**config.mk**
```make
export PLATFORM = sky130hd
export DESIGN_NAME = invaders_top
export DESIGN_NICKNAME = d
export VERILOG_FILES = /design/src/invaders_pkg.sv /design/src/shot_if.sv /design/src/tick_timer.sv /design/src/game_config.sv /design/src/ship_control.sv /design/src/bullet.sv /design/src/alien_fleet.sv /design/src/invaders_top.sv
export SDC_FILE = /design/constraint.sdc
export NUM_CORES = 1
export LEC_CHECK = 0
export ABC_AREA = 1
export BUFFER_PORTS_ARGS = -buffer_cell sky130_fd_sc_hd__buf_2
export CAP_MARGIN = 20
export CORE_MARGIN = 5
export CORE_UTILIZATION = 45
export CTS_CLUSTER_SIZE = 14
export DETAILED_ROUTE_END_ITERATION = 10
export PLACE_DENSITY_LB_ADDON = 0.15
export SLEW_MARGIN = 30
export SYNTH_ARGS = -nofsm -noshare
export SYNTH_HDL_FRONTEND = slang
export SYNTH_SLANG_ARGS = --single-unit
```
**constraint.sdc**
```tcl
create_clock -name i_clk_36MHz -period 3.9 [get_ports i_clk_36MHz]
set_clock_uncertainty 0.05 [all_clocks]
set_input_delay 0.195 -clock i_clk_36MHz [delete_from_list [all_inputs] [get_ports i_clk_36MHz]]
set_output_delay 0.195 -clock i_clk_36MHz [all_outputs]
set_load 0.01 [all_outputs]
```
**src/invaders_pkg.sv**
```systemverilog
/* invaders playfield definitions
   grid coordinate types, alien row geometry, fixed rows and config map */
package invaders_pkg;

   // ~~~~~~~~~~~~~~~~~~~~~~~~~~~~~~~~~~~~~~~~~~~~~~~~~~
   // grid geometry
   // ~~~~~~~~~~~~~~~~~~~~~~~~~~~~~~~~~~~~~~~~~~~~~~~~~~
   typedef logic [4:0] col_t;                       // 32 columns across the playfield
   typedef logic [3:0] row_t;                       // 16 rows, row 0 is the top

   localparam int ALIEN_COUNT = 8;
   localparam int ALIEN_PITCH = 4;                  // columns from one alien to the next

   typedef logic [ALIEN_COUNT-1:0] alive_t;         // bit n set while alien n survives
   typedef logic [7:0]             score_t;

   // ~~~~~~~~~~~~~~~~~~~~~~~~~~~~~~~~~~~~~~~~~~~~~~~~~~
   // fixed positions
   // ~~~~~~~~~~~~~~~~~~~~~~~~~~~~~~~~~~~~~~~~~~~~~~~~~~
   localparam row_t SHIP_ROW        = 4'd13;        // fleet reaching this row ends the game
   localparam row_t LAUNCH_ROW      = 4'd12;        // first row of a fresh bullet
   localparam row_t PARK_ROW        = 4'd15;        // reported while no bullet is flying
   localparam row_t FLEET_START_ROW = 4'd1;
   localparam col_t SHIP_START_COL  = 5'd16;

   // ~~~~~~~~~~~~~~~~~~~~~~~~~~~~~~~~~~~~~~~~~~~~~~~~~~
   // configuration register map
   // ~~~~~~~~~~~~~~~~~~~~~~~~~~~~~~~~~~~~~~~~~~~~~~~~~~
   typedef logic [1:0] cfg_addr_t;

   localparam cfg_addr_t CFG_CTRL          = 2'd0;  // bit 0 is run
   localparam cfg_addr_t CFG_BULLET_PERIOD = 2'd1;
   localparam cfg_addr_t CFG_FLEET_PERIOD  = 2'd2;

endpackage

```
**src/shot_if.sv**
```systemverilog
/* bullet to fleet link
   carries the bullet position and the combinational hit answer */
`timescale 1ns/1ns

interface shot_if;
   import invaders_pkg::*;

   logic flying;                                    // a bullet is in the air
   col_t x;
   row_t y;
   logic hit;                                       // bullet sits on a live alien this cycle

   modport shooter (
      output flying,
      output x,
      output y,
      input  hit
   );

   modport target (
      input  flying,
      input  x,
      input  y,
      output hit
   );

endinterface

```
**src/tick_timer.sv**
```systemverilog
/* programmable step timer
   pulses one cycle out of every i_period cycles while enabled */
`timescale 1ns/1ns

module tick_timer #(
   parameter int PERIOD_W = 24
) (
   input  logic                i_clk_36MHz,
   input  logic                i_reset,
   input  logic                i_en,
   input  logic [PERIOD_W-1:0] i_period,
   output logic                o_tick
);

   logic [PERIOD_W-1:0] count;                      // cycles left until the next pulse
   logic [PERIOD_W-1:0] reload;

   assign reload = i_period - 1'b1;                 // a period of one pulses every cycle

   always_ff @(posedge i_clk_36MHz) begin
      if (!i_reset || !i_en) begin
         count  <= reload;
         o_tick <= 1'b0;
      end else if (count == '0) begin
         count  <= reload;                          // period changes take effect here
         o_tick <= 1'b1;
      end else begin
         count  <= count - 1'b1;
         o_tick <= 1'b0;
      end
   end

endmodule

```
**src/game_config.sv**
```systemverilog
/* game configuration registers
   run control plus bullet and fleet step periods, with combinational readback */
`timescale 1ns/1ns

module game_config #(
   parameter int PERIOD_W = 24
) (
   input  logic                   i_clk_36MHz,
   input  logic                   i_reset,
   input  logic                   i_cfg_we,
   input  invaders_pkg::cfg_addr_t i_cfg_addr,
   input  logic [PERIOD_W-1:0]    i_cfg_wdata,
   output logic [PERIOD_W-1:0]    o_cfg_rdata,
   output logic                   o_run,
   output logic [PERIOD_W-1:0]    o_bullet_period,
   output logic [PERIOD_W-1:0]    o_fleet_period
);
   import invaders_pkg::*;

   // about 2.5 ms per bullet row and 25 ms per fleet step at 36 MHz
   localparam logic [PERIOD_W-1:0] BULLET_PERIOD_RST = PERIOD_W'(90000);
   localparam logic [PERIOD_W-1:0] FLEET_PERIOD_RST  = PERIOD_W'(900000);

   // ~~~~~~~~~~~~~~~~~~~~~~~~~~~~~~~~~~~~~~~~~~~~~~~~~~
   // register writes
   // ~~~~~~~~~~~~~~~~~~~~~~~~~~~~~~~~~~~~~~~~~~~~~~~~~~
   always_ff @(posedge i_clk_36MHz) begin
      if (!i_reset) begin
         o_run           <= 1'b0;                   // game waits until software starts it
         o_bullet_period <= BULLET_PERIOD_RST;
         o_fleet_period  <= FLEET_PERIOD_RST;
      end else if (i_cfg_we) begin
         case (i_cfg_addr)
            CFG_CTRL:          o_run           <= i_cfg_wdata[0];
            CFG_BULLET_PERIOD: o_bullet_period <= i_cfg_wdata;
            CFG_FLEET_PERIOD:  o_fleet_period  <= i_cfg_wdata;
            default:           ;                    // address 3 has no register behind it
         endcase
      end
   end

   // ~~~~~~~~~~~~~~~~~~~~~~~~~~~~~~~~~~~~~~~~~~~~~~~~~~
   // readback
   // ~~~~~~~~~~~~~~~~~~~~~~~~~~~~~~~~~~~~~~~~~~~~~~~~~~
   always_comb begin
      case (i_cfg_addr)
         CFG_CTRL:          o_cfg_rdata = {{(PERIOD_W-1){1'b0}}, o_run};
         CFG_BULLET_PERIOD: o_cfg_rdata = o_bullet_period;
         CFG_FLEET_PERIOD:  o_cfg_rdata = o_fleet_period;
         default:           o_cfg_rdata = '0;       // unmapped space reads as zero
      endcase
   end

endmodule

```
**src/ship_control.sv**
```systemverilog
/* player ship control
   steps the ship column on button edges and turns a shoot press into one fire pulse */
`timescale 1ns/1ns

module ship_control (
   input  logic               i_clk_36MHz,
   input  logic               i_reset,
   input  logic               i_left,
   input  logic               i_right,
   input  logic               i_shoot,
   output invaders_pkg::col_t o_ship_x,
   output logic               o_fire
);
   import invaders_pkg::*;

   localparam col_t MAX_COL = '1;                   // rightmost column of the grid

   logic left_q;                                    // button levels from the last cycle
   logic right_q;
   logic shoot_q;
   logic left_rise;
   logic right_rise;

   assign left_rise  = i_left  && !left_q;
   assign right_rise = i_right && !right_q;

   always_ff @(posedge i_clk_36MHz) begin
      if (!i_reset) begin
         left_q   <= 1'b0;
         right_q  <= 1'b0;
         shoot_q  <= 1'b0;
         o_ship_x <= SHIP_START_COL;
         o_fire   <= 1'b0;
      end else begin
         left_q   <= i_left;
         right_q  <= i_right;
         shoot_q  <= i_shoot;
         o_fire   <= i_shoot && !shoot_q;           // one cycle per press, however long it is held
         // opposite presses in the same cycle cancel out
         if (left_rise && !right_rise && o_ship_x != '0) begin
            o_ship_x <= o_ship_x - 1'b1;
         end else if (right_rise && !left_rise && o_ship_x != MAX_COL) begin
            o_ship_x <= o_ship_x + 1'b1;
         end
      end
   end

endmodule

```
**src/bullet.sv**
```systemverilog
/* single player bullet
   launches at the ship column, climbs one row per tick, retires on a hit or at the top */
`timescale 1ns/1ns

module bullet (
   input  logic               i_clk_36MHz,
   input  logic               i_reset,
   input  logic               i_enable,
   input  logic               i_fire,
   input  logic               i_tick,
   input  invaders_pkg::col_t i_ship_x,
   shot_if.shooter            shot
);
   import invaders_pkg::*;

   logic launch;
   logic retire;

   assign launch = !shot.flying && i_enable && i_fire;                // only one bullet at a time
   assign retire = shot.flying && (shot.hit || shot.y == '0);         // hit or left the playfield

   // ~~~~~~~~~~~~~~~~~~~~~~~~~~~~~~~~~~~~~~~~~~~~~~~~~~
   // bullet state machine
   // ~~~~~~~~~~~~~~~~~~~~~~~~~~~~~~~~~~~~~~~~~~~~~~~~~~
   always_ff @(posedge i_clk_36MHz) begin
      if (!i_reset) begin
         shot.flying <= 1'b0;
         shot.x      <= '0;
         shot.y      <= PARK_ROW;
      end else if (launch) begin
         shot.flying <= 1'b1;
         shot.x      <= i_ship_x;                   // column is fixed for the whole flight
         shot.y      <= LAUNCH_ROW;
      end else if (retire) begin
         shot.flying <= 1'b0;
         shot.x      <= '0;
         shot.y      <= PARK_ROW;
      end else if (shot.flying && i_tick) begin
         shot.y      <= shot.y - 1'b1;              // one row closer to the top
      end
   end

endmodule

```
**src/alien_fleet.sv**
```systemverilog
/* alien fleet
   sweeps the eight alien row, resolves bullet hits, keeps score and flags game over */
`timescale 1ns/1ns

module alien_fleet (
   input  logic                 i_clk_36MHz,
   input  logic                 i_reset,
   input  logic                 i_enable,
   input  logic                 i_tick,
   shot_if.target               shot,
   output invaders_pkg::alive_t o_alive,
   output invaders_pkg::col_t   o_fleet_x,
   output invaders_pkg::row_t   o_fleet_y,
   output invaders_pkg::score_t o_score,
   output logic                 o_game_over
);
   import invaders_pkg::*;

   localparam int IDX_W = $clog2(ALIEN_COUNT);

   // the last alien has to stay on the grid, which leaves columns 0 to 3 for the fleet
   localparam col_t FLEET_MAX_COL =
      col_t'((2 ** $bits(col_t)) - 1 - (ALIEN_COUNT - 1) * ALIEN_PITCH);

   logic             moving_right;
   logic             step;
   col_t             offset;                        // bullet column relative to the fleet
   logic [IDX_W-1:0] alien_idx;
   logic             on_grid;
   logic             on_row;

   // ~~~~~~~~~~~~~~~~~~~~~~~~~~~~~~~~~~~~~~~~~~~~~~~~~~
   // hit detection
   // ~~~~~~~~~~~~~~~~~~~~~~~~~~~~~~~~~~~~~~~~~~~~~~~~~~
   assign offset    = shot.x - o_fleet_x;                   // only meaningful when x >= fleet x
   assign alien_idx = IDX_W'(offset / ALIEN_PITCH);
   assign on_row    = shot.flying && (shot.y == o_fleet_y);

   // bullet lines up with an alien slot, dead or alive
   assign on_grid = (shot.x >= o_fleet_x)
                 && ((offset % ALIEN_PITCH) == 0)
                 && ((offset / ALIEN_PITCH) < ALIEN_COUNT);

   assign shot.hit = on_row && on_grid && o_alive[alien_idx];

   assign step = i_tick && i_enable && !o_game_over;        // a finished game stays frozen

   // ~~~~~~~~~~~~~~~~~~~~~~~~~~~~~~~~~~~~~~~~~~~~~~~~~~
   // fleet movement
   // ~~~~~~~~~~~~~~~~~~~~~~~~~~~~~~~~~~~~~~~~~~~~~~~~~~
   always_ff @(posedge i_clk_36MHz) begin
      if (!i_reset) begin
         o_fleet_x    <= '0;
         o_fleet_y    <= FLEET_START_ROW;
         moving_right <= 1'b1;
      end else if (step) begin
         if (moving_right) begin
            if (o_fleet_x == FLEET_MAX_COL) begin
               moving_right <= 1'b0;                // bounce off the right edge and drop a row
               o_fleet_y    <= o_fleet_y + 1'b1;
            end else begin
               o_fleet_x    <= o_fleet_x + 1'b1;
            end
         end else begin
            if (o_fleet_x == '0) begin
               moving_right <= 1'b1;
               o_fleet_y    <= o_fleet_y + 1'b1;
            end else begin
               o_fleet_x    <= o_fleet_x - 1'b1;
            end
         end
      end
   end

   // ~~~~~~~~~~~~~~~~~~~~~~~~~~~~~~~~~~~~~~~~~~~~~~~~~~
   // alive mask, score and end of game
   // ~~~~~~~~~~~~~~~~~~~~~~~~~~~~~~~~~~~~~~~~~~~~~~~~~~
   always_ff @(posedge i_clk_36MHz) begin
      if (!i_reset) begin
         o_alive     <= '1;
         o_score     <= '0;
         o_game_over <= 1'b0;
      end else begin
         if (shot.hit) begin
            o_alive[alien_idx] <= 1'b0;              // bullet retires on the same edge
            o_score            <= o_score + 1'b1;
         end
         // sticky once the row is cleared or the fleet reaches the ship
         if (o_alive == '0 || o_fleet_y >= SHIP_ROW) begin
            o_game_over <= 1'b1;
         end
      end
   end

endmodule

```
**src/invaders_top.sv**
```systemverilog
/* invaders playfield core
   config registers, step timers, ship, bullet and fleet wired to plain ports */
`timescale 1ns/1ns

module invaders_top #(
   parameter int PERIOD_W = 24
) (
   input  logic                    i_clk_36MHz,
   input  logic                    i_reset,
   input  logic                    i_cfg_we,
   input  invaders_pkg::cfg_addr_t i_cfg_addr,
   input  logic [PERIOD_W-1:0]     i_cfg_wdata,
   output logic [PERIOD_W-1:0]     o_cfg_rdata,
   input  logic                    i_left,
   input  logic                    i_right,
   input  logic                    i_shoot,
   output invaders_pkg::col_t      o_ship_x,
   output logic                    o_bullet_flying,
   output invaders_pkg::col_t      o_bullet_x,
   output invaders_pkg::row_t      o_bullet_y,
   output invaders_pkg::alive_t    o_alien_alive,
   output invaders_pkg::col_t      o_fleet_x,
   output invaders_pkg::row_t      o_fleet_y,
   output invaders_pkg::score_t    o_score,
   output logic                    o_game_over
);

   logic                run;
   logic [PERIOD_W-1:0] bullet_period;
   logic [PERIOD_W-1:0] fleet_period;
   logic                bullet_tick;
   logic                fleet_tick;
   logic                fire;
   logic                game_enable;

   shot_if shot ();

   assign game_enable = run && !o_game_over;        // play only while started and not yet lost

   // ~~~~~~~~~~~~~~~~~~~~~~~~~~~~~~~~~~~~~~~~~~~~~~~~~~
   // configuration and timing
   // ~~~~~~~~~~~~~~~~~~~~~~~~~~~~~~~~~~~~~~~~~~~~~~~~~~
   game_config #(.PERIOD_W(PERIOD_W)) game_config_i (
      .i_clk_36MHz     (i_clk_36MHz),
      .i_reset         (i_reset),
      .i_cfg_we        (i_cfg_we),
      .i_cfg_addr      (i_cfg_addr),
      .i_cfg_wdata     (i_cfg_wdata),
      .o_cfg_rdata     (o_cfg_rdata),
      .o_run           (run),
      .o_bullet_period (bullet_period),
      .o_fleet_period  (fleet_period)
   );

   tick_timer #(.PERIOD_W(PERIOD_W)) bullet_timer_i (
      .i_clk_36MHz (i_clk_36MHz),
      .i_reset     (i_reset),
      .i_en        (game_enable),
      .i_period    (bullet_period),
      .o_tick      (bullet_tick)
   );

   tick_timer #(.PERIOD_W(PERIOD_W)) fleet_timer_i (
      .i_clk_36MHz (i_clk_36MHz),
      .i_reset     (i_reset),
      .i_en        (game_enable),
      .i_period    (fleet_period),
      .o_tick      (fleet_tick)
   );

   // ~~~~~~~~~~~~~~~~~~~~~~~~~~~~~~~~~~~~~~~~~~~~~~~~~~
   // playfield objects
   // ~~~~~~~~~~~~~~~~~~~~~~~~~~~~~~~~~~~~~~~~~~~~~~~~~~
   ship_control ship_control_i (
      .i_clk_36MHz (i_clk_36MHz),
      .i_reset     (i_reset),
      .i_left      (i_left),
      .i_right     (i_right),
      .i_shoot     (i_shoot),
      .o_ship_x    (o_ship_x),
      .o_fire      (fire)
   );

   bullet bullet_i (
      .i_clk_36MHz (i_clk_36MHz),
      .i_reset     (i_reset),
      .i_enable    (game_enable),
      .i_fire      (fire),
      .i_tick      (bullet_tick),
      .i_ship_x    (o_ship_x),
      .shot        (shot.shooter)
   );

   alien_fleet alien_fleet_i (
      .i_clk_36MHz (i_clk_36MHz),
      .i_reset     (i_reset),
      .i_enable    (game_enable),
      .i_tick      (fleet_tick),
      .shot        (shot.target),
      .o_alive     (o_alien_alive),
      .o_fleet_x   (o_fleet_x),
      .o_fleet_y   (o_fleet_y),
      .o_score     (o_score),
      .o_game_over (o_game_over)
   );

   assign o_bullet_flying = shot.flying;            // bullet state broken out for display
   assign o_bullet_x      = shot.x;
   assign o_bullet_y      = shot.y;

endmodule

```
; ---- Word level (Yosys, flattened, before mapping)
; Cells that the tools add are included.
[totals]
regBits = 145
latchBits = 0
mem_bits_rw = 0
romBits = 0
in_bits = 32
n_memories = 0
[op_classes]
add_sub_neg = 12
multipliers = 0
div_mod_pow = 0
magnitude_cmp = 5
n_eq_ne = 8
shift = 0
muxes = 29
bitwise_logic = 3
n_reduce_logical = 50
[ops]
columns = op, n
row1 = 24-bit 2-to-1 mux, 4
row2 = 24-bit by 1-bit subtractor with 24-bit output (second input constant), 4
row3 = 24-bit one-hot mux with 3 select lines, 1
row4 = 24-bit logical NOT, 2
row5 = 5-bit 2-to-1 mux, 7
row6 = 32-bit logical NOT, 1
row7 = 1-bit logical AND, 20
row8 = 4-bit 2-to-1 mux, 3
row9 = 5-bit by 1-bit adder with 5-bit output (second input constant), 2
row10 = 5-bit by 1-bit subtractor with 5-bit output (second input constant), 2
row11 = 1-bit logical NOT, 9
row12 = 1-bit 2-to-1 mux, 9
row13 = 8-bit by 1-bit adder with 8-bit output (second input constant), 1
row14 = 8-bit bitwise AND, 1
row15 = 8-bit logical NOT, 1
row16 = 3-bit by 4-bit less-than comparator with 1-bit output (second input constant), 2
row17 = 8-bit NOT, 1
row18 = 2-bit 2-to-1 mux, 3
row19 = 2-bit AND reduction, 3
row20 = 3-bit AND reduction, 2
row21 = 2-bit nonzero test, 3
row22 = 5-bit by 2-bit equality test with 1-bit output (second input constant), 1
row23 = 5-bit greater-or-equal comparator, 1
row24 = 5-bit logical NOT, 1
row25 = 20 further kinds, 23

; ---- Logic depth before layout (Yosys ltp)
; Gate-level depths: netlist (run 1).
[depth]
ltp_word = 10
depth_mapped = 18

; ---- Cells and area by module
; Synthesis (run 1) repeated with hierarchy kept, for this count alone.
[unflattened]
hier_cells = 1430
area_unflattened_um2 = 9271.4
[by_module_without_submodules]
columns = mod, instances, cells_each, area_each_um2, seq_area_each_um2
row1 = game_config, 1, 329, 2248.4, 980.9
row2 = tick_timer (fleet_timer_i), 1, 360, 2114.5, 500.5
row3 = tick_timer (bullet_timer_i), 1, 339, 2054.5, 500.5
row4 = alien_fleet, 1, 268, 1879.3, 540.5
row5 = ship_control, 1, 73, 520.5, 180.2
row6 = bullet, 1, 59, 444.2, 200.2
row7 = invaders_top, 1, 2, 10.0, 0.0

; ---- Worst setup path before layout (run 1)
; OpenSTA, ideal clock, no wires.
[synth_path]
path_type = register to register
start = register bullet_i.shot.x[0]
end = register alien_fleet_i.o_alive[2]
setup_time_ns = 0.126
arrival_ns = 2.096
t_required_ns = 3.724
slack_ns = 1.628
stages_incl_launch_ff = 15
n_path_buf = 1
synth_period_minus_slack_ns = 2.272
cell_sequence = dfxtp_1 > inv_1 > ha_1 > fa_1 > inv_1 > nand2_2 > nand2_1 > o21ai_2 > xor2_2 > inv_1 > nand2_2 > nand3_4 > buf_6 > o21ai_1 > nand2_1
[synth_via]
elab_chain_cells = 7
elab_cells_between_ends = 17
classes_between = add/sub (1) / order compare (4) / mux (4) / bitwise (2) / reduce/logical (6)
[synth_rtl]
columns = element, line
row1 = "start, declared", shot_if.sv:15  ; output x,
row2 = "start signal, assigned", bullet.sv:32  ; shot.x <= i_ship_x;
row3 = 5-bit subtractor, alien_fleet.sv:35  ; assign offset = shot.x - o_fleet_x;
row4 = 3-bit by 4-bit less-than comparator with 1-bit output or 3-bit by 1-bit greater-or-equal comparator with 1-bit output (tied branches), "alien_fleet.sv:42, alien_fleet.sv:85"
row5 = 1-bit logical AND (not written as such), alien_fleet.sv:85  ; o_alive[alien_idx] <= 1'b0;
row6 = 1-bit 2-to-1 mux (not written as such), alien_fleet.sv:85
row7 = 1-bit demux with 3-bit select, --
row8 = 8-bit NOT (no line), --
row9 = 8-bit bitwise AND (no line), --
row10 = "end signal, assigned", alien_fleet.sv:80  ; o_alive <= '1;
row11 = "end signal, assigned by index", alien_fleet.sv:85
row12 = "end, declared", alien_fleet.sv:11  ; output invaders_pkg::alive_t o_alive,
; Parallel ways exist; a longest one is shown, timed or not. The select of a mux whose other input is x is not followed.
; A chain may end at the register's enable or synchronous reset.

; ---- Worst setup path after layout (run 1)
[layout_path]
start = register bullet_i.shot.x[0]
end = register bullet_i.shot.y[2]
[layout_via]
elab_chain_cells = 9
elab_cells_between_ends = 13
classes_between = add/sub (1) / order compare (2) / mux (2) / reduce/logical (8)
[layout_rtl]
columns = element, line
row1 = 5-bit subtractor, alien_fleet.sv:35
row2 = 32-bit logical NOT, alien_fleet.sv:41  ; && ((offset % ALIEN_PITCH) == 0)
row3 = 1-bit logical AND, alien_fleet.sv:41
row4 = 1-bit logical AND, alien_fleet.sv:42  ; && ((offset / ALIEN_PITCH) < ALIEN_COUNT);
row5 = 1-bit logical AND, alien_fleet.sv:44  ; assign shot.hit = on_row && on_grid && o_alive[alien_idx];
row6 = 1-bit logical AND *, alien_fleet.sv:44
row7 = 1-bit logical OR *, bullet.sv:20  ; assign retire = shot.flying && (shot.hit || shot.y == '0);
row8 = 1-bit logical AND *, bullet.sv:20
row9 = 3-bit OR reduction (no line) *, --
row10 = "end signal, assigned", bullet.sv:39  ; shot.y <= shot.y - 1'b1;
row11 = "end, declared", shot_if.sv:16  ; output y,
; Every way passes the cells marked *; elsewhere a longest branch is shown, timed or not. The select of a mux whose other input is x is not followed.

==> results of run 1 <==
==> through the flow <==
stage	cells	setup WS, ns	power (mW)	area [sq um]	utilization, %
2_1_floorplan	1170	1.628	1.938	8098	-
3_3_place_gp	1468	1.392	2.075	8753	49.06
3_5_place_dp	1468	1.323	2.078	8753	49.06
4_1_cts	1516	1.301	3.980	9592	53.76
5_1_grt	1517	1.102	4.112	9594	53.78
6_report	1518	1.334	3.945	9597	53.79
==> cell usage after synthesis, types with 4 or more instances <==
master,instances
a21oi_1,74
a31oi_1,9
buf_2,5
clkbuf_1,21
dfxtp_1,145
ha_1,22
inv_1,151
nand2_1,248
nand2_2,8
nand3_1,55
nand3b_1,5
nand4_1,20
nor2_1,132
nor2_2,5
nor3_1,19
nor4_1,8
o211ai_1,19
o21ai_0,78
o21ai_1,12
o22ai_1,22
or2_2,4
xnor2_1,20
xor2_1,54
==> power by group <==
| group | total (mW) | leakage [nW] | switching, mW | internal, mW |
|---|---|---|---|---|
| logic | 0.419 | 2.92 | 0.261 | 0.158 |
| clock network | 1.88 | 0.334 | 0.634 | 1.25 |
| registers | 1.64 | 1.19 | 0.0760 | 1.57 |
| total | 3.94 | 4.44 | 0.971 | 2.97 |
==> cells by family after synthesis <==
logic type,after synthesis
and+or+nand+nor,516
AOI/OAI and AO/OA,221
buffers and inverters,186
DFF,145
xor gates and xnor gates,75
adders and majority gates,25
muxes,2
==> metal layers <==
layer  part of all wire, %  GRT usage (%)  up-vias  wire (um)
met5                     0          1.435        -          0
met4                   1.6          6.431        0        371
met3                   8.1          7.606       26       1846
met2                    45          36.04      207      10290
met1                    45          28.44     3519      10310
li1                      -              -     4025          -
==> worst min-delay path, cell delays in order <==
cell and delay (ns):
buf_2 0.13, nand2_1 0.07, o211ai_1 0.08
==> state kept, by name, indices dropped and copies added (netlist names), 8 cells and up <==
name and flops:
bullet_timer_i.count 24, game_config_i.o_bullet_period 24, game_config_i.o_fleet_period 24, alien_fleet_i.o_score 8
fleet_timer_i.count 24, alien_fleet_i.o_alive 8
==> layout make-up <==
class	instances	area, sq um	area share, %
Antenna cell	2	5.005	0.05215
Clock buffer	22	474.2	4.941
Clock inverter	10	203.9	2.125
Inverter	155	581.8	6.063
Multi-Input combinational cell	839	4472	46.60
Sequential cell	145	2903	30.25
Tap cell	229	286.5	2.986
Timing Repair Buffer	116	670.6	6.988
==> worst min-delay path by stage <==
stage,start,to,slack (ns),cells after the start
after detailed placement,ship_control_i.shoot_q$_SDFF_PN0_,ship_control_i.o_fire$_SDFF_PN0_,0.33,1
final,i_cfg_wdata[19],game_config_i.o_fleet_period[19]$_SDFFE_PN1P_,0.04,3
after global placement,ship_control_i.shoot_q$_SDFF_PN0_,ship_control_i.o_fire$_SDFF_PN0_,0.32,1
after CTS,i_cfg_wdata[22],game_config_i.o_bullet_period[22]$_SDFFE_PN0P_,0.02,3
after floorplan,i_left,ship_control_i.left_q$_SDFF_PN0_,0.24,2
after global routing,i_cfg_wdata[1],game_config_i.o_bullet_period[1]$_SDFFE_PN0P_,0.05,3
==> reports/qor.csv, run 1 <==
stage,metric,value,unit
status,outcome,"complete, no violations",
grt,grt_antenna_before_repair,1,
routing,wirelength,22.82,mm
synth,ys_seq_area_share,35.85,%
grt,grt_overflow,0,
timing,rsz0062_at_grt,no,
power,power.density,411.1,nW/um^2
routing,drt_iter0_markers,516,
clock_network,cts_buffer_depth,2,
synth,synth_cell_type_count,44,
floorplan,die_w,144.1,um
floorplan,core.rowCount,49,
clock_network,cts.reportedPaths.clkPinSlew,0.06,ns
timing,fin_crit_sh,65.79,%
min_path,hold_path.class,in2reg,
grt,grt_pass1_wl,36.88,mm
floorplan,io_pins,97,
finish,final_cell_mix,"248 x nand2_1, 151 x inv_1, 145 x dfxtp_1, 132 x nor2_1, 96 x buf_2",
timing,hold_slack,0.03901,ns
worst_setup_path,r2r_end,bullet_i.shot.y[2]$_SDFFE_PP1P_,
synth,synth_edf_count,0,
clock_network,cts_resized,0,
synth,synthFlopType,dfxtp_1,
synth,synth_top_cell_by_area,dfxtp_1,
worst_setup_path,r2r-start,bullet_i.shot.x[0]$_SDFFE_PN0P_,
grt,grt_usage,22.35,%
finish,fillers,1778,
worst_setup_path,crit_path_top_delay_cell,fa_1,
placed_design,portBuffers,96,
finish,syn_to_final_growth,18.51,%
finish,final_nets,1331,
clock_network,clk_latency,0.42,ns
placed_design,dp_hpwl,17.46,mm
synth,avgSynthCellArea,6.921,sq um
synth,synth_compound_area_share,14.99,%
routing,vias_per_cell,5.123,
clock_network,cts_tree,done,
routing,ant_nets,0,
timing,clock.fmax,389.8,MHz
worst_setup_path,worst_setup_path_end_kind,register,
grt,grt_max_degree,77,
worst_setup_path,critPathMaxFanout,19,
synth,postSynthNetCount,1227,
finish,drive_gt1_share,12.28,%
synth,yosysWarningCount,0,
worst_setup_path,startpoint,bullet_i.shot.x[0]$_SDFFE_PN0P_,
clock_network,htree_levels,4,
routing,vias,7777,
synth,synth_top_area_share,35.85,%
worst_setup_path,r2r_cells,17,
clock_network,post_cts_buffers,0,
timing,period_minus_slack,2.566,ns
timing,hold_viol_final,0,
synth,synth-async-reset-ratio,0,%
power,irDropWorstVdd,358.8,uV
timing,relSlewSlack,46.98,%
power,p_leak,4.445,nW
worst_setup_path,start_kind,register,
floorplan,fp.dieArea,20780,sq um
timing,setup_viol,0,
worst_setup_path,path_depth,17,
synth,synth_xor_area_share,8.205,%
timing,worst_slew_pin_slew,0.7944,ns
worst_setup_path,path_cells,inv_1 -> ha_1 -> fa_1 -> inv_1 -> nand2_2 -> nand2_2 -> nand2_1 -> nand2_1 -> nand3_1 -> nand2_1 -> nand2_2 -> nand3_4 -> nand2_4 -> nand2_4 -> nand2_4 -> nor2_2 -> nand2_1,
finish,final_common_cell,nand2_1,
worst_setup_path,critPathBufInv,2,
routing,drt-wirelength-per-cell,15.03,um
clock_network,cts-root-buf,clkbuf_16,
timing,tns,0,ns
worst_setup_path,ff2ff_setup_slack,1.33,ns
floorplan,start_util,45.39,%
worst_setup_path,arrival,2.83,ns
worst_setup_path,crit_path_end,bullet_i.shot.y[2]$_SDFFE_PP1P_,
synth,postSynthCellCount,1170,
worst_setup_path,critical_path.max_stage_delay,0.42,ns
grt,grt_pass1_vias,7482,
worst_setup_path,critPathTopFamily,simple AND/OR/NAND/NOR gates,
clock_network,hold_buffers,16,
synth,synth_mux_area_share,0.2472,%
placed_design,gp_congestion,0.9105,
synth,synth_top_family_by_area,simple AND/OR/NAND/NOR gates,
synth,synthAdderAreaFrac,4.141,%
worst_setup_path,setup.worst_path.class,reg2reg,
routing,drc,0,
synth,yosys.area_share.simple,27.64,%
clock_network,cts_buffers,17,
synth,synth_seq_cells,145,
synth,synth_area,8098,sq um
clock_network,clkSinkCount,145,
worst_setup_path,critPathRequiredTime,4.16,ns
routing,dr.pass1.iters,5,
timing,slew_viol_final,0,
worst_setup_path,cp_common_cell,nand2_1,
run,drv_cap,0,
floorplan,die_y,144.1,um
synth,yosys-top-cells-area,"dfxtp_1 36%, nand2_1 11%, inv_1 7.0%",
floorplan,core_area,17840,sq um
No activity file was read; power rests on OpenSTA's default activity.
==> run 2: changes to the inputs <==
==> constraint.sdc (replaced) <==
create_clock -name i_clk_36MHz -period 2.4 [get_ports i_clk_36MHz]
set_clock_uncertainty 0.05 [all_clocks]
set_input_delay 0.12 -clock i_clk_36MHz [delete_from_list [all_inputs] [get_ports i_clk_36MHz]]
set_output_delay 0.12 -clock i_clk_36MHz [all_outputs]
set_load 0.01 [all_outputs]
==> run 2 against run 1 <==
Final cell count is 2.3% higher. Final area is 3.0% higher. Worst setup slack worse by 1.2 ns. Critical path depth is 3 lower. Sequential share of layout area is 0.86 points lower. Clock power is 34% higher. Via count is 2.6% higher. Die area stayed put. Total power is 50% higher.
==> reports/qor.csv, run 2 (synthesis gave the netlist of run 1 again) <==
stage,metric,value,unit
status,outcome,"complete, no violations",
placed_design,gp_congestion,0.9408,
worst_setup_path,r2r_end,alien_fleet_i.o_score[0]$_SDFFE_PN0P_,
floorplan,die_w,144.1,um
routing,drt-wirelength-per-cell,14.94,um
grt,grt_antenna_before_repair,1,
grt,grt_overflow,0,
timing,fin_crit_sh,96.06,%
grt,grt_pass1_wl,37.07,mm
worst_setup_path,r2r-start,bullet_i.shot.x[0]$_SDFFE_PN0P_,
finish,final_common_cell,nand2_1,
clock_network,cts.reportedPaths.clkPinSlew,0.06,ns
min_path,min_from,i_reset,
timing,relSlewSlack,49.46,%
grt,grt_usage,22.45,%
clock_network,clk_latency,0.43,ns
grt,busiest_layer,met2,
routing,drc,0,
timing,worst_slew_pin_slew,0.7572,ns
finish,fin_util,55.41,%
routing,vias,7981,
worst_setup_path,critPathRequiredTime,2.70,ns
clock_network,cts_buffers,17,
clock_network,htree_levels,4,
min_path,holdPathEnd,alien_fleet_i.o_score[6]$_SDFFE_PN0P_,
routing,wirelength,23.20,mm
worst_setup_path,start_kind,register,
min_path,hold_path.class,in2reg,
timing,setup_viol,0,
grt,met2_usage,36.35,%
routing,drt_iter0_markers,471,
clock_network,clkSinkCount,145,
worst_setup_path,critPathMaxFanout,5,
min_path,holdPathStages,4,
clock_network,cts_buffer_depth,2,
finish,fillers,1761,
power,power.density,597.0,nW/um^2
finish,final_cell_mix,"247 x nand2_1, 148 x inv_1, 143 x dfxtp_1, 130 x nor2_1, 96 x buf_2",
worst_setup_path,r2r_cells,14,
timing,clock.fmax,433.8,MHz
power,irDropWorstVdd,594.4,uV
floorplan,core_area,17840,sq um
grt,met3_usage,5.952,%
run,drv_cap,0,
placed_design,portBuffers,96,
timing,period_minus_slack,2.305,ns
power,p_leak,4.559,nW
timing,tns,0,ns
clock_network,cts-root-buf,clkbuf_16,
grt,met1_usage,30.01,%
worst_setup_path,worst_setup_path_end_kind,register,
worst_setup_path,ff2ff_setup_slack,0.09,ns
routing,vias_per_cell,5.139,
placed_design,dp_hpwl,17.19,mm
worst_setup_path,setup.worst_path.class,reg2reg,
floorplan,io_pins,97,
floorplan,start_util,45.39,%
floorplan,fp.dieArea,20780,sq um
finish,drive_gt1_share,14.29,%
routing,dr.pass1.iters,5,
finish,syn_to_final_growth,22.08,%
floorplan,die_y,144.1,um
timing,hold_viol_final,0,
timing,slew_viol_final,0,
floorplan,core.rowCount,49,
clock_network,cts_tree,done,
worst_setup_path,startpoint,bullet_i.shot.x[0]$_SDFFE_PN0P_,
grt,grt_max_degree,77,
routing,ant_nets,0,
grt,grt_pass1_vias,7515,
finish,final_nets,1369,
worst_setup_path,arrival,2.61,ns
run 2: per-stage QoR:
stage          power (mW)  area, sq um  setup slack, ns  hold slack [ns]  instances
2_1_floorplan       3.149         8098           0.1282           0.1635       1170
3_5_place_dp        3.396         8901          0.02690           0.2738       1486
4_1_cts             5.951         9743          0.06303           0.1364       1546
6_report            5.902         9886          0.09459           0.1601       1553
3_3_place_gp        3.394         8901          0.07959           0.2673       1486
5_1_grt             6.175         9886         -0.01400           0.1486       1553
run 2: area by class of cell:
type / instances / area (sq um) / area share (%)
Multi-Input combinational cell: 840 / 4537 / 45.89
Sequential cell: 145 / 2905 / 29.39
Timing Repair Buffer: 153 / 1031 / 10.43
Inverter: 155 / 584.3 / 5.911
Clock buffer: 24 / 481.7 / 4.873
Tap cell: 229 / 286.5 / 2.898
Clock inverter: 6 / 57.56 / 0.5822
Antenna cell: 1 / 2.502 / 0.02531
run 2: power by group:
part	switching, mW	total, mW	internal (mW)
combinational	0.444	0.735	0.291
sequential	0.114	2.66	2.54
clock	1.02	2.51	1.49
run 2: how the worst max path moves through the flow:
stage	end
after detailed placement	alien_fleet_i.o_score[0]$_SDFFE_PN0P_
after floorplan	alien_fleet_i.o_alive[2]$_SDFFE_PN1P_
final	alien_fleet_i.o_score[0]$_SDFFE_PN0P_
after global routing	alien_fleet_i.o_score[0]$_SDFFE_PN0P_
after global placement	bullet_i.shot.y[3]$_SDFFE_PP1P_
after CTS	alien_fleet_i.o_score[0]$_SDFFE_PN0P_
run 2: worst max-delay path, cell delays in order (launching register included):
cell and delay (ns):
dfxtp_2 0.33, inv_2 0.05, ha_4 0.15, fa_2 0.36
inv_2 0.08, nand2_4 0.07, nand2_2 0.08, o21ai_2 0.06
xor2_2 0.15, buf_4 0.15, nand2_4 0.06, nand3_4 0.13
buf_12 0.17, or2_1 0.20, a21oi_1 0.13
run 2: layer usage:
layer / routed length, um / vias to the layer above / part of all wire [%]
met3: 1725 / 20 / 7.4
met4: 318 / 0 / 1.4
li1: - / 4103 / -
met2: 10510 / 232 / 45
met1: 10640 / 3626 / 46
met5: 0 / - / 0
run 2: what timing repair did:
item	in CTS	in global routing
endpoints found under the setup margin	1	25
pin swaps	0	1
setup buffers	0	3
hold buffers	30	0
endpoints found under the hold margin	50	0
gates resized for setup	1	17
gates cloned	0	3
==> run 3: changes to the inputs <==
--- a/config.mk
+++ b/config.mk
@@ -16,4 +16,5 @@
 export SLEW_MARGIN = 30
 export SYNTH_ARGS = -nofsm -noshare
 export SYNTH_HDL_FRONTEND = slang
+export SYNTH_HIERARCHICAL = 1
 export SYNTH_SLANG_ARGS = --single-unit
==> run 3 against run 2 <==
Clock power up 4%. Die area up 13%. Sequential power up 2%. Utilization down 1.9 points. Register-to-register slack about the same. Clock-buffer cell count down 7. Worst setup slack better by 0.0071 ns.
==> reports/qor.csv, run 3 <==
stage,metric,value,unit
status,outcome,"complete, no violations",
worst_setup_path,start_kind,register,
power,combPwrFrac,13.1,%
min_path,hold_path.class,in2reg,
routing,drt_iter0_markers,674,
grt,grt_pass1_vias,8168,
power,p_int,4.316,mW
worst_setup_path,critPathRequiredTime,2.66,ns
synth,ys_seq_area_share,31.31,%
worst_setup_path,arrival,2.56,ns
synth,yosys-top-cells-area,"dfxtp_1 31%, nand2_1 16%, nor2_1 9.0%",
synth,synth_seq_cells,145,
floorplan,die_w,153.5,um
synth,synth_cell_type_count,42,
worst_setup_path,worst_setup_path_end_kind,register,
power,power.switching,1.812,mW
worst_setup_path,r2r_cells,20,
power,pwr-share-clk,42.8,%
timing,fin_crit_sh,95.76,%
synth,postSynthNetCount,1487,
power,irDropWorstVdd,479.2,uV
timing,setup_viol,0,
synth,synth_top_cell_by_area,dfxtp_1,
clock_network,cts-root-buf,clkbuf_16,
finish,drive_gt1_share,16.10,%
floorplan,start_util,45.82,%
grt,grt_pass1_wl,40.83,mm
routing,drt-wirelength-per-cell,13.39,um
clock_network,htree_levels,4,
synth,synth-async-reset-ratio,0,%
timing,hold_viol_final,0,
finish,final_common_cell,nand2_1,
synth,synth_top_area_share,31.31,%
routing,vias_per_cell,4.902,
routing,drc,0,
power,p_leak,5.347,nW
routing,ant_nets,0,
floorplan,core_area,20230,sq um
worst_setup_path,setup.worst_path.class,reg2reg,
finish,n_antenna_cell,0,
clock_network,cts_tree,done,
routing,wl_met2,11.46,mm
clock_network,cts.reportedPaths.clkPinSlew,0.06,ns
placed_design,gp_congestion,0.9095,
worst_setup_path,critPathMaxFanout,8,
routing,vias,8995,
grt,grt_usage,20.65,%
routing,dr_wl_met3,1.070,mm
grt,grt_overflow,0,
floorplan,die_y,153.5,um
clock_network,cts_buffers,17,
power,total_power,6.129,mW
synth,avgSynthCellArea,6.483,sq um
synth,yosysWarningCount,6,
clock_network,clkSinkCount,145,
grt,grt_antenna_before_repair,0,
synth,synth_most_common_cell,nand2_1,
synth,synthFlopType,dfxtp_1,
power,p_seq_share,44.1,%
min_path,holdPathStages,3,
floorplan,fp.dieArea,23570,sq um
grt,grt_max_degree,58,
synth,synth_area,9271,sq um
floorplan,io_pins,97,
clock_network,clk_latency,0.42,ns
finish,syn_to_final_growth,16.82,%
finish,final_cell_mix,"403 x nand2_1, 222 x nor2_1, 166 x inv_1, 143 x dfxtp_1, 129 x nand3_1",
timing,slew_viol_final,0,
routing,wirelength,24.57,mm
finish,fin_util,53.52,%
finish,final_nets,1609,
power,switching_share,29.57,%
placed_design,dp_hpwl,18.42,mm
timing,relSlewSlack,57.55,%
routing,dr.pass1.iters,6,
floorplan,core.rowCount,52,
timing,worst_slew_pin_slew,0.6368,ns
clock_network,cts_buffer_depth,2,
timing,rsz0062_at_grt,yes,
placed_design,portBuffers,96,
synth,postSynthCellCount,1430,
synth,synth_edf_count,0,
run,drv_cap,0,
timing,clock.fmax,435.1,MHz
power,power.density,565.9,nW/um^2
routing,routed.top_layer,met4,
synth,ys_top_cells_by_count,"407 x nand2_1, 223 x nor2_1, 171 x inv_1, 145 x dfxtp_1, 131 x nand3_1",
timing,period_minus_slack,2.298,ns
routing,wl_met1,11.76,mm
-- run 3: cell types whose count changed after synthesis, sizes merged, moves of 13 or more --
cell | before | now
o22ai | 22 | 9
o21ai | 91 | 58
nand3 | 56 | 138
nor2 | 137 | 255
o211ai | 19 | 1
inv | 154 | 179
clkbuf | 21 | 6
xor2 | 55 | 37
a21oi | 74 | 34
nand2 | 259 | 433
buf | 10 | 28
nor3 | 20 | 5
-- run 3: area by class of cell --
class                           count  area, sq um
Timing Repair Buffer              137        855.8
Multi-Input combinational cell   1071         5478
Clock buffer                       17        425.4
Tap cell                          270        337.8
Clock inverter                     15        145.1
Sequential cell                   145         2905
Fill cell                        2017         9404
Inverter                          180        683.2
-- run 3: worst paths after layout --
check                                    start                               endpoint  slack [ns]
max            bullet_i/shot.x[0]$_SDFFE_PN0P_        bullet_i/shot.y[0]$_SDFFE_PN1P_        0.10
min                                    i_reset  alien_fleet_i/o_score[0]$_SDFFE_PN0P_        0.05
max reg2reg    bullet_i/shot.x[0]$_SDFFE_PN0P_        bullet_i/shot.y[0]$_SDFFE_PN1P_        0.10
min reg2reg  ship_control_i/shoot_q$_SDFF_PN0_       ship_control_i/o_fire$_SDFF_PN0_        0.34
-- run 3: timing repair --
action,in CTS,in global routing
pin swaps,0,9
hold buffers,27,0
endpoints found under the hold margin,53,0
gates cloned,0,0
resized for setup,1,26
buffers inserted,0,1
endpoints found under the setup margin,2,15
-- run 3: power by group through the flow --
stage	clock network [mW]	logic, mW	registers (mW)
2_1_floorplan	0	0.581	2.71
3_3_place_gp	0	0.758	2.76
3_5_place_dp	0	0.763	2.76
4_1_cts	2.68	0.803	2.70
5_1_grt	2.80	0.915	2.73
6_report	2.62	0.804	2.70
-- run 3: kinds of logic (layout without fill, tap and decap cells) --
family / Yosys count / after routing / synth area share, %
AOI/OAI and AO/OA: 111 / 111 / 7.125
xor gates and xnor gates: 63 / 63 / 5.951
adders and majority gates: 25 / 25 / 3.617
buffers and inverters: 214 / 349 / 10.53
DFF: 145 / 145 / 31.31
and+or+nand+nor: 872 / 872 / 41.47
-- run 3: worst max-delay path, stage by stage (launching register included) --
cell and delay, ns:
dfxtp_2 0.33, inv_2 0.06, ha_4 0.14, inv_4 0.04
fa_2 0.43, inv_2 0.09, nand2_4 0.07, nand2_8 0.10
nand2_4 0.05, o21ai_2 0.06, nand3_2 0.09, nand2_2 0.09
nand2_4 0.07, nand3_4 0.08, inv_2 0.04, inv_2 0.04
nand2_2 0.05, nand2_4 0.07, nand2_2 0.07, nor2_2 0.11
nand2_1 0.05
-- run 3: through the flow --
stage / instance area, sq um / instances / hold WS, ns / TNS, ns / worst slack, ns
after global routing: 10830 / 1835 / 0.04492 / -0.3806 / -0.08085
after floorplan: 9273 / 1430 / 0.1550 / 0 / 0.02348
after detailed placement: 9893 / 1775 / 0.2880 / 0 / 0.007708
final: 10830 / 1835 / 0.04990 / 0 / 0.1017
after CTS: 10740 / 1834 / 0.02332 / 0 / 0.01395
after global placement: 9893 / 1775 / 0.2853 / 0 / 0.04061
-- run 3: per-layer routing --
layer | vias to the layer above | global-route usage, %
met5 | - | 0
met4 | 0 | 4.247
met3 | 20 | 3.485
met2 | 176 | 34.36
met1 | 4049 | 28.38
li1 | 4750 | -
